==> src/verilog/exec_macros.svh <==
`ifndef EXEC_MACROS_SVH
`define EXEC_MACROS_SVH

// Datapath widths
`define WORD_WIDTH  64
`define FLAGS_WIDTH 64

// RFLAGS bit positions
`define CF_BIT 0
`define PF_BIT 2
`define ZF_BIT 6
`define SF_BIT 7
`define OF_BIT 11

// Single-byte opcodes outside the ALU block
`define OP_NOP          8'h90
`define OP_MOV_RM       8'h89
`define OP_MOV_MR       8'h8B
`define OP_MOV_IMM_BASE 8'hB8
`define OP_MOV_IMM_MASK 8'hF8
`define OP_MOV_IMM32    8'hC7
`define OP_GRP1_IMM32   8'h81
`define OP_GRP1_IMM8    8'h83
`define OP_GRP3         8'hF7
`define OP_GRP5         8'hFF
`define OP_RET_NEAR     8'hC3
`define OP_RET_FAR      8'hCB
`define OP_IRET         8'hCF

// ALU block, r/m,reg then reg,r/m then accumulator,imm
`define OP_ADD_RM  8'h01
`define OP_ADD_MR  8'h03
`define OP_ADD_ACC 8'h05
`define OP_OR_RM   8'h09
`define OP_OR_MR   8'h0B
`define OP_OR_ACC  8'h0D
`define OP_ADC_RM  8'h11
`define OP_ADC_MR  8'h13
`define OP_ADC_ACC 8'h15
`define OP_SBB_RM  8'h19
`define OP_SBB_MR  8'h1B
`define OP_SBB_ACC 8'h1D
`define OP_AND_RM  8'h21
`define OP_AND_MR  8'h23
`define OP_AND_ACC 8'h25
`define OP_SUB_RM  8'h29
`define OP_SUB_MR  8'h2B
`define OP_SUB_ACC 8'h2D
`define OP_XOR_RM  8'h31
`define OP_XOR_MR  8'h33
`define OP_XOR_ACC 8'h35
`define OP_CMP_RM  8'h39
`define OP_CMP_MR  8'h3B
`define OP_CMP_ACC 8'h3D

// ModRM reg-field digits, group 1
`define EXT_ADD 3'd0
`define EXT_OR  3'd1
`define EXT_ADC 3'd2
`define EXT_SBB 3'd3
`define EXT_AND 3'd4
`define EXT_SUB 3'd5
`define EXT_XOR 3'd6
`define EXT_CMP 3'd7

// Digits for C7, F7 and FF
`define EXT_MOV 3'd0
`define EXT_NOT 3'd2
`define EXT_NEG 3'd3
`define EXT_INC 3'd0
`define EXT_DEC 3'd1

`endif

==> src/verilog/execPkg.sv <==
`default_nettype none

`include "exec_macros.svh"

package execPkg;

	typedef logic [`WORD_WIDTH-1:0]  wordT;
	typedef logic [`FLAGS_WIDTH-1:0] flagsT;
	typedef logic [`WORD_WIDTH-1:0]  ripT;
	typedef logic [7:0]              opcodeT;
	typedef logic [2:0]              extOpT;
	typedef logic [1:0]              opLenT;
	typedef logic [3:0]              regCodeT;

	// CMP decodes to SUB with the destination write suppressed
	typedef enum logic [3:0] {
		MOV_OP2, MOV_IMM, OR, AND, XOR, ADD, ADC, SUB,
		SBB, NEG, NOT, INC, DEC, NOP, KILL
	} aluOpT;

	typedef enum logic [2:0] {
		FLAG_KEEP, FLAG_LOGIC, FLAG_ARITH, FLAG_INCDEC, FLAG_NEG
	} flagPolicyT;

	typedef struct packed {
		ripT     rip;
		opLenT   opcodeLength;
		opcodeT  opcode;
		logic    hasExtOpcode;
		extOpT   extOpcode;
		regCodeT destReg;
		wordT    operand1;
		wordT    operand2;
		wordT    imm;
		flagsT   rflags;
	} instrT;

	typedef struct packed {
		aluOpT      aluOp;
		flagPolicyT flagPolicy;
		logic       writeDest;
		logic       executeOk;
		logic       kill;
		wordT       operand1;
		wordT       operandB;
		logic       carryIn;
		ripT        rip;
		regCodeT    destReg;
		flagsT      rflags;
	} decodedT;

	typedef struct packed {
		flagPolicyT flagPolicy;
		logic       writeDest;
		logic       executeOk;
		logic       kill;
		ripT        rip;
		regCodeT    destReg;
		flagsT      rflags;
		wordT       operand1;
		wordT       aluResult;
		logic       carryOut;
		logic       overflow;
	} aluOutT;

	typedef struct packed {
		ripT     rip;
		regCodeT destReg;
		wordT    aluResult;
		logic    writeDest;
		flagsT   rflags;
		logic    executeOk;
		logic    kill;
	} resultT;

endpackage

`default_nettype wire

==> src/verilog/aluExecute.sv <==
`timescale 1ns/10ps
`default_nettype none

`include "exec_macros.svh"

module aluExecute (
	input  logic             clk,
	input  logic             rst,
	input  logic             stall,
	input  execPkg::decodedT decIn,
	input  logic             decValid,
	output execPkg::aluOutT  aluOut,
	output logic             exeValid
);
	import execPkg::*;

	wordT                addA;
	wordT                addB;
	wordT                addBEff;
	logic                subtract;
	logic                addCarry;
	logic [`WORD_WIDTH:0] sum;
	wordT                result;
	logic                carryOut;
	logic                overflow;
	aluOutT              aluNext;

	// Adder operand setup, subtraction as A + ~B + 1
	always_comb begin
		addA = decIn.operand1;
		addB = decIn.operandB;
		subtract = 1'b0;
		addCarry = 1'b0;
		case (decIn.aluOp)
			ADC: addCarry = decIn.carryIn;
			SUB: begin
				subtract = 1'b1;
				addCarry = 1'b1;
			end
			SBB: begin
				subtract = 1'b1;
				addCarry = ~decIn.carryIn;
			end
			INC: addB = wordT'(1);
			DEC: begin
				addB = wordT'(1);
				subtract = 1'b1;
				addCarry = 1'b1;
			end
			NEG: begin
				addA = '0;
				addB = decIn.operand1;
				subtract = 1'b1;
				addCarry = 1'b1;
			end
			default: addCarry = 1'b0;
		endcase
	end

	assign addBEff = addB ^ {`WORD_WIDTH{subtract}};
	assign sum = {1'b0, addA} + {1'b0, addBEff} + {{`WORD_WIDTH{1'b0}}, addCarry};

	// Borrow is the inverted carry on subtraction
	assign carryOut = sum[`WORD_WIDTH] ^ subtract;
	assign overflow = (addA[`WORD_WIDTH-1] == addBEff[`WORD_WIDTH-1]) &&
		(sum[`WORD_WIDTH-1] != addA[`WORD_WIDTH-1]);

	always_comb begin
		case (decIn.aluOp)
			MOV_OP2, MOV_IMM: result = decIn.operandB;
			OR: result = decIn.operand1 | decIn.operandB;
			AND: result = decIn.operand1 & decIn.operandB;
			XOR: result = decIn.operand1 ^ decIn.operandB;
			NOT: result = ~decIn.operand1;
			ADD, ADC, SUB, SBB, INC, DEC, NEG: result = sum[`WORD_WIDTH-1:0];
			default: result = '0;
		endcase
	end

	always_comb begin
		aluNext.flagPolicy = decIn.flagPolicy;
		aluNext.writeDest = decIn.writeDest;
		aluNext.executeOk = decIn.executeOk;
		aluNext.kill = decIn.kill;
		aluNext.rip = decIn.rip;
		aluNext.destReg = decIn.destReg;
		aluNext.rflags = decIn.rflags;
		aluNext.operand1 = decIn.operand1;
		aluNext.aluResult = result;
		aluNext.carryOut = carryOut;
		aluNext.overflow = overflow;
	end

	always_ff @(posedge clk) begin
		if (rst) begin
			exeValid <= 1'b0;
			aluOut.writeDest <= 1'b0;
			aluOut.executeOk <= 1'b0;
			aluOut.kill <= 1'b0;
		end else if (!stall) begin
			exeValid <= decValid;
			aluOut <= aluNext;
		end
	end

endmodule

`default_nettype wire

==> src/verilog/executeStage.sv <==
`timescale 1ns/10ps
`default_nettype none

module executeStage (
	input  logic            clk,
	input  logic            rst,
	input  execPkg::instrT  instrIn,
	input  logic            instrValid,
	output logic            instrReady,
	input  logic            wbStall,
	output execPkg::resultT resultOut,
	output logic            resultValid
);
	import execPkg::*;

	decodedT decBus;
	logic    decValid;
	aluOutT  aluBus;
	logic    exeValid;

	// Write-back stall freezes all three stages at once
	assign instrReady = ~wbStall;

	instrDecode decodeStage (
		.clk        (clk),
		.rst        (rst),
		.stall      (wbStall),
		.instrIn    (instrIn),
		.instrValid (instrValid),
		.decOut     (decBus),
		.decValid   (decValid)
	);

	aluExecute aluStage (
		.clk      (clk),
		.rst      (rst),
		.stall    (wbStall),
		.decIn    (decBus),
		.decValid (decValid),
		.aluOut   (aluBus),
		.exeValid (exeValid)
	);

	flagResult flagStage (
		.clk         (clk),
		.rst         (rst),
		.stall       (wbStall),
		.aluIn       (aluBus),
		.exeValid    (exeValid),
		.resultOut   (resultOut),
		.resultValid (resultValid)
	);

endmodule

`default_nettype wire

==> src/verilog/flagResult.sv <==
`timescale 1ns/10ps
`default_nettype none

`include "exec_macros.svh"

module flagResult (
	input  logic            clk,
	input  logic            rst,
	input  logic            stall,
	input  execPkg::aluOutT aluIn,
	input  logic            exeValid,
	output execPkg::resultT resultOut,
	output logic            resultValid
);
	import execPkg::*;

	localparam wordT minWord = {1'b1, {(`WORD_WIDTH-1){1'b0}}};

	logic   zf;
	logic   sf;
	logic   pf;
	flagsT  flagsNext;
	resultT resNext;

	assign zf = (aluIn.aluResult == '0);
	assign sf = aluIn.aluResult[`WORD_WIDTH-1];
	// Even parity over the low byte only
	assign pf = ~^aluIn.aluResult[7:0];

	always_comb begin
		flagsNext = aluIn.rflags;
		if (aluIn.flagPolicy != FLAG_KEEP) begin
			flagsNext[`ZF_BIT] = zf;
			flagsNext[`SF_BIT] = sf;
			flagsNext[`PF_BIT] = pf;
		end
		case (aluIn.flagPolicy)
			FLAG_LOGIC: begin
				flagsNext[`CF_BIT] = 1'b0;
				flagsNext[`OF_BIT] = 1'b0;
			end
			FLAG_ARITH: begin
				flagsNext[`CF_BIT] = aluIn.carryOut;
				flagsNext[`OF_BIT] = aluIn.overflow;
			end
			// CF survives INC and DEC
			FLAG_INCDEC: flagsNext[`OF_BIT] = aluIn.overflow;
			FLAG_NEG: begin
				flagsNext[`CF_BIT] = (aluIn.operand1 != '0);
				flagsNext[`OF_BIT] = (aluIn.operand1 == minWord);
			end
			default: flagsNext = aluIn.rflags;
		endcase
	end

	always_comb begin
		resNext.rip = aluIn.rip;
		resNext.destReg = aluIn.destReg;
		resNext.aluResult = aluIn.aluResult;
		resNext.writeDest = aluIn.writeDest;
		resNext.rflags = flagsNext;
		resNext.executeOk = aluIn.executeOk;
		resNext.kill = aluIn.kill;
	end

	always_ff @(posedge clk) begin
		if (rst) begin
			resultValid <= 1'b0;
			resultOut.writeDest <= 1'b0;
			resultOut.executeOk <= 1'b0;
			resultOut.kill <= 1'b0;
		end else if (!stall) begin
			resultValid <= exeValid;
			resultOut <= resNext;
		end
	end

endmodule

`default_nettype wire

==> src/verilog/instrDecode.sv <==
`timescale 1ns/10ps
`default_nettype none

`include "exec_macros.svh"

module instrDecode (
	input  logic             clk,
	input  logic             rst,
	input  logic             stall,
	input  execPkg::instrT   instrIn,
	input  logic             instrValid,
	output execPkg::decodedT decOut,
	output logic             decValid
);
	import execPkg::*;

	logic       aluForm;
	logic       aluImm;
	extOpT      aluDigit;
	aluOpT      aluOpNext;
	flagPolicyT policyNext;
	logic       writeNext;
	logic       okNext;
	logic       killNext;
	logic       useImm;
	decodedT    decNext;

	// Register and accumulator forms reuse the group 1 digit numbering
	always_comb begin
		aluForm = 1'b1;
		aluDigit = instrIn.extOpcode;
		case (instrIn.opcode)
			`OP_ADD_RM, `OP_ADD_MR, `OP_ADD_ACC: aluDigit = `EXT_ADD;
			`OP_OR_RM, `OP_OR_MR, `OP_OR_ACC: aluDigit = `EXT_OR;
			`OP_ADC_RM, `OP_ADC_MR, `OP_ADC_ACC: aluDigit = `EXT_ADC;
			`OP_SBB_RM, `OP_SBB_MR, `OP_SBB_ACC: aluDigit = `EXT_SBB;
			`OP_AND_RM, `OP_AND_MR, `OP_AND_ACC: aluDigit = `EXT_AND;
			`OP_SUB_RM, `OP_SUB_MR, `OP_SUB_ACC: aluDigit = `EXT_SUB;
			`OP_XOR_RM, `OP_XOR_MR, `OP_XOR_ACC: aluDigit = `EXT_XOR;
			`OP_CMP_RM, `OP_CMP_MR, `OP_CMP_ACC: aluDigit = `EXT_CMP;
			`OP_GRP1_IMM32, `OP_GRP1_IMM8: aluForm = instrIn.hasExtOpcode;
			default: aluForm = 1'b0;
		endcase

		case (instrIn.opcode)
			`OP_ADD_ACC, `OP_OR_ACC, `OP_ADC_ACC, `OP_SBB_ACC,
			`OP_AND_ACC, `OP_SUB_ACC, `OP_XOR_ACC, `OP_CMP_ACC,
			`OP_GRP1_IMM32, `OP_GRP1_IMM8: aluImm = 1'b1;
			default: aluImm = 1'b0;
		endcase
	end

	always_comb begin
		aluOpNext = NOP;
		policyNext = FLAG_KEEP;
		writeNext = 1'b0;
		okNext = 1'b0;
		killNext = 1'b0;
		useImm = 1'b0;
		if (instrIn.opcodeLength == 2'd1) begin
			if (aluForm) begin
				okNext = 1'b1;
				writeNext = (aluDigit != `EXT_CMP);
				useImm = aluImm;
				case (aluDigit)
					`EXT_ADD: aluOpNext = ADD;
					`EXT_OR: aluOpNext = OR;
					`EXT_ADC: aluOpNext = ADC;
					`EXT_SBB: aluOpNext = SBB;
					`EXT_AND: aluOpNext = AND;
					`EXT_XOR: aluOpNext = XOR;
					default: aluOpNext = SUB;
				endcase
				policyNext = (aluOpNext inside {OR, AND, XOR}) ? FLAG_LOGIC : FLAG_ARITH;
			end else begin
				case (instrIn.opcode)
					`OP_MOV_RM, `OP_MOV_MR: aluOpNext = MOV_OP2;
					`OP_MOV_IMM32: begin
						if (instrIn.hasExtOpcode && instrIn.extOpcode == `EXT_MOV) begin
							aluOpNext = MOV_IMM;
						end
					end
					`OP_GRP3: begin
						if (instrIn.hasExtOpcode && instrIn.extOpcode == `EXT_NOT) begin
							aluOpNext = NOT;
						end else if (instrIn.hasExtOpcode && instrIn.extOpcode == `EXT_NEG) begin
							aluOpNext = NEG;
						end
					end
					`OP_GRP5: begin
						if (instrIn.hasExtOpcode && instrIn.extOpcode == `EXT_INC) begin
							aluOpNext = INC;
						end else if (instrIn.hasExtOpcode && instrIn.extOpcode == `EXT_DEC) begin
							aluOpNext = DEC;
						end
					end
					`OP_RET_NEAR, `OP_RET_FAR, `OP_IRET: aluOpNext = KILL;
					default: begin
						// B8-BF carry the register in the low three bits
						if ((instrIn.opcode & `OP_MOV_IMM_MASK) == `OP_MOV_IMM_BASE) begin
							aluOpNext = MOV_IMM;
						end
					end
				endcase
				killNext = (aluOpNext == KILL);
				useImm = (aluOpNext == MOV_IMM);
				writeNext = aluOpNext inside {MOV_OP2, MOV_IMM, NOT, NEG, INC, DEC};
				okNext = writeNext || killNext || (instrIn.opcode == `OP_NOP);
				if (aluOpNext inside {INC, DEC}) begin
					policyNext = FLAG_INCDEC;
				end else if (aluOpNext == NEG) begin
					policyNext = FLAG_NEG;
				end
			end
		end
	end

	always_comb begin
		decNext.aluOp = aluOpNext;
		decNext.flagPolicy = policyNext;
		decNext.writeDest = writeNext;
		decNext.executeOk = okNext;
		decNext.kill = killNext;
		decNext.operand1 = instrIn.operand1;
		decNext.operandB = useImm ? instrIn.imm : instrIn.operand2;
		decNext.carryIn = (aluOpNext inside {ADC, SBB}) ? instrIn.rflags[`CF_BIT] : 1'b0;
		decNext.rip = instrIn.rip;
		decNext.destReg = instrIn.destReg;
		decNext.rflags = instrIn.rflags;
	end

	always_ff @(posedge clk) begin
		if (rst) begin
			decValid <= 1'b0;
			decOut.writeDest <= 1'b0;
			decOut.executeOk <= 1'b0;
			decOut.kill <= 1'b0;
		end else if (!stall) begin
			decValid <= instrValid;
			decOut <= decNext;
		end
	end

endmodule

`default_nettype wire
==> config.mk <==
export PLATFORM = sky130hd
export DESIGN_NAME = executeStage
export DESIGN_NICKNAME = d
export VERILOG_FILES = /design/src/verilog/execPkg.sv /design/src/verilog/aluExecute.sv /design/src/verilog/executeStage.sv /design/src/verilog/flagResult.sv /design/src/verilog/instrDecode.sv
export VERILOG_INCLUDE_DIRS = /design/src /design/src/verilog
export SDC_FILE = /design/constraint.sdc
export NUM_CORES = 1
export LEC_CHECK = 0
export BUFFER_PORTS_ARGS = -buffer_cell sky130_fd_sc_hd__buf_2
export CORE_ASPECT_RATIO = 0.6
export CORE_UTILIZATION = 45
export CTS_CLUSTER_DIAMETER = 200
export DETAILED_ROUTE_END_ITERATION = 8
export GPL_TIMING_DRIVEN = 0
export PLACE_DENSITY = 0.76
export SYNTH_ARGS = -nofsm -noshare
export SYNTH_HDL_FRONTEND = slang
export SYNTH_SLANG_ARGS = --single-unit
==> constraint.sdc <==
create_clock -name clk -period 35.7 [get_ports clk]
set_clock_uncertainty 0.05 [all_clocks]
set_input_delay 5.355 -clock clk [delete_from_list [all_inputs] [get_ports clk]]
set_output_delay 5.355 -clock clk [all_outputs]
set_load 0.01 [all_outputs]
==> impl_metrics.yaml <==
run_status:
  run_status: "finished clean"
clocking:
  clk_latency_ns: 0.66
  hold_buffers_post_cts: 0
  postCtsResizedCells: 0
  cts_made_buffers: 71
  numClockSinks: 741
  cts-root-to-sink-buffers: 3
  cts_tree: "done"
  cts_post_setup_buffers_inserted: 0
  cts_max_level: 3
  worst_setup_hold_path_clk_slew_ns: 0.06
  clockRootBuffer: "sky130_fd_sc_hd__clkbuf_16"
worst_setup_path:
  worst_reg_to_reg_setup_slack_ns: 27.13
  cp.required_ns: 30.30
  worst-endpoint-arrival_ns: 6.45
  critical_path.endpoint_type: "output pin"
  critPathLaunch: "wbStall"
  worst_setup_path_start_kind: "input pin"
  critical-path-slowest-cell: "sky130_fd_sc_hd__clkbuf_1"
  crit_path_max_fanout: 10
  criticalPathCategory: "in2out"
  reg_to_reg_startpoint: "decodeStage.decOut[270]$_DFFE_PP_"
  critical-path-top-cell-by-count: "sky130_fd_sc_hd__clkbuf_1"
  worstPathCellList: "clkbuf_1 -> clkbuf_1 -> inv_1 -> buf_2"
  slowest_delay_ns: 0.55
synthesis:
  synthesis.nets: 2956
  number_of_flops_mapped_to_enable_cells_by_yosys: 729
  synthCells: 2417
  synth.yosys.warnings: 0
  post_synthesis_instance_area_um2: 33500
  ys_seq_area_share_pct: 66.0
  syn-mean-instance-area_um2: 13.9
  synth.distinct_cells: 69
  synth-seq-cells: 741
  post_synthesis_async_set_or_reset_flop_share_pct: 0
  synth_ff_type: "sky130_fd_sc_hd__edfxtp_1"
grt:
  globalRoute.totalOverflow: 0
  pin_count_of_the_biggest_net_entering_global_routing: 38
  number_of_antenna_violations_at_the_first_check_in_global_routing: 5
  gr-usage-all-layers_pct: 25.3
  first_global_vias: 21300
  grt_pass1_wl_um: 139000
route:
  drc: 0
  drt_pass1_iterations: 5
  drtAntennaViolNets: 0
  route.vias.total: 23200
  drt_wl_total_um: 98500
  post_drt_via_cell_ratio: 5.66
  drt-wirelength-per-cell_um: 24.1
  detail_route.iter0.violations: 2957
final_layout:
  finalNetCount: 3592
  final_design_area_no_fill_um2: 40400
  fraction_of_layout_cells_with_a_size_suffix_above_1_pct: 24.8
  layout_common_cells: "sky130_fd_sc_hd__edfxtp_1, sky130_fd_sc_hd__buf_2, sky130_fd_sc_hd__ha_1, sky130_fd_sc_hd__nor2_1, sky130_fd_sc_hd__inv_1"
  layout_commonest_cell: "sky130_fd_sc_hd__edfxtp_1"
  layout_area_overhead_pct: 20.3
sta:
  timing.max_slew.rel_slack_pct: 1.96
  worst_pin_slew_ns: 1.47
  timing.setup.tns_ns: 0
  finalWorstSetupSlack_ns: 23.85
  unrepaired_setup_endpoints_after_global_routing: "no"
  slew_viols_final: 0
  fin_crit_ns: 11.86
  hold_viol: 0
  timing.fmax_mhz: 84.4
  timing.hold.ws_ns: 0.356
  finalSetupViolCount: 0
  period_share_pct: 33.2
floorplan:
  die_h_um: 213
  rows: 77
  start_util_pct: 45.5
  die-width_um: 354
  placeableCoreArea_um2: 73700
  dieArea_um2: 75700
  pin_count: 543
placement:
  postPlaceCellArea_um2: 38000
  io_buffers: 539
  last_weighted_congestion_value_of_the_routability_driven_placer: 0.999
  dpl.hpwl_um: 72600
  post-place-ws_ns: 23.86
pwr:
  power.leakage_uw: 0.0157
  ir_drop_worst_case_vdd_uv: 42.5
  powerDensity_nw_per_um2: 52.6
  design_power_total_uw: 2120
flow_run:
  timing.max_cap.violations: 0
hold_path:
  min-delay-path-class: "reg2reg"
  min_from: "aluStage.aluOut[138]$_DFFE_PP_"
[final timing paths]
check / cells after the start / to
hold reg to reg: 0 / flagStage.resultOut[10]$_DFFE_PP_
setup reg to reg: 19 / aluStage.aluOut[54]$_DFFE_PP_
setup / recovery: 4 / instrReady
hold / removal: 0 / flagStage.resultOut[10]$_DFFE_PP_
[critical path, delay by kind of cell]
family / cells / cell delay [ns]
buffers and inverters: 4 / 1.10
[synth_stat cells (all sizes together) (26+ instances only)]
cell / number / area [µm²]
a21o: 38 / 285
a21oi: 105 / 526
a221oi: 35 / 307
a22oi: 94 / 706
clkbuf: 84 / 317
edfxtp: 729 / 21900
ha: 195 / 2440
inv: 163 / 612
mux2: 68 / 766
nand2: 107 / 402
nand3: 28 / 140
nand4: 30 / 194
nor2: 167 / 627
nor4: 27 / 169
o211ai: 29 / 218
o21ai: 98 / 498
xnor2: 101 / 885
xor2: 26 / 228
[sequential cells by signal, summed over array words and instances, names as in the netlist]
| name | cells |
|---|---|
| aluStage.aluOut | 268 |
| aluStage.exeValid | 1 |
| decodeStage.decOut | 271 |
| decodeStage.decValid | 1 |
| flagStage.resultOut | 199 |
| flagStage.resultValid | 1 |
[metrics by stage]
step	cells	utilization, %
5_1_grt	4094	54.8
6_report	4095	54.8
3_5_place_dp	3967	51.5
2_1_floorplan	2417	-
3_3_place_gp	3943	50.8
4_1_cts	4093	54.8
[cell families after synthesis]
family	after synthesis	synth area share [%]
AO/OA/AOI/OAI	541	11.0
XOR/XNOR	127	3.32
adder cells (fa/ha/maj)	197	7.39
buffers and inverters	272	3.11
flip-flops	741	66.0
multiplexers	84	2.76
AND/OR/NAND/NOR	455	6.41
[cell type report]
class | instances | area, µm²
diodes | 2 | 5.00
plain buffers | 109 | 432
clock buffers | 84 | 1880
clock inverters | 42 | 489
fillers | 6117 | 33300
inverters | 163 | 612
multi-input cells | 1404 | 10400
flip-flops and latches | 741 | 22100
well taps | 987 | 1230
repair buffers | 563 | 3200
[report_power, final]
group          internal [µW]  switching (µW)  leakage, µW  total (µW)
clock                    434             332      0.00116         766
combinational            119             199      0.00758         318
sequential              1010            27.8      0.00695        1040
total                   1560             558       0.0157        2120
[per-layer routing]
| metal | wire, µm | vias to the layer above | part of all wire [%] | GRT usage, % |
|---|---|---|---|---|
| li1 | - | 10500 | - | - |
| met1 | 42200 | 11300 | 43 | 36.6 |
| met2 | 42800 | 1219 | 43 | 37.4 |
| met3 | 11500 | 145 | 12 | 7.72 |
| met4 | 1960 | 2 | 2.0 | 5.86 |
| met5 | 12 | - | 0.012 | 0 |
Note: power is estimated with default switching activity, not from simulation.
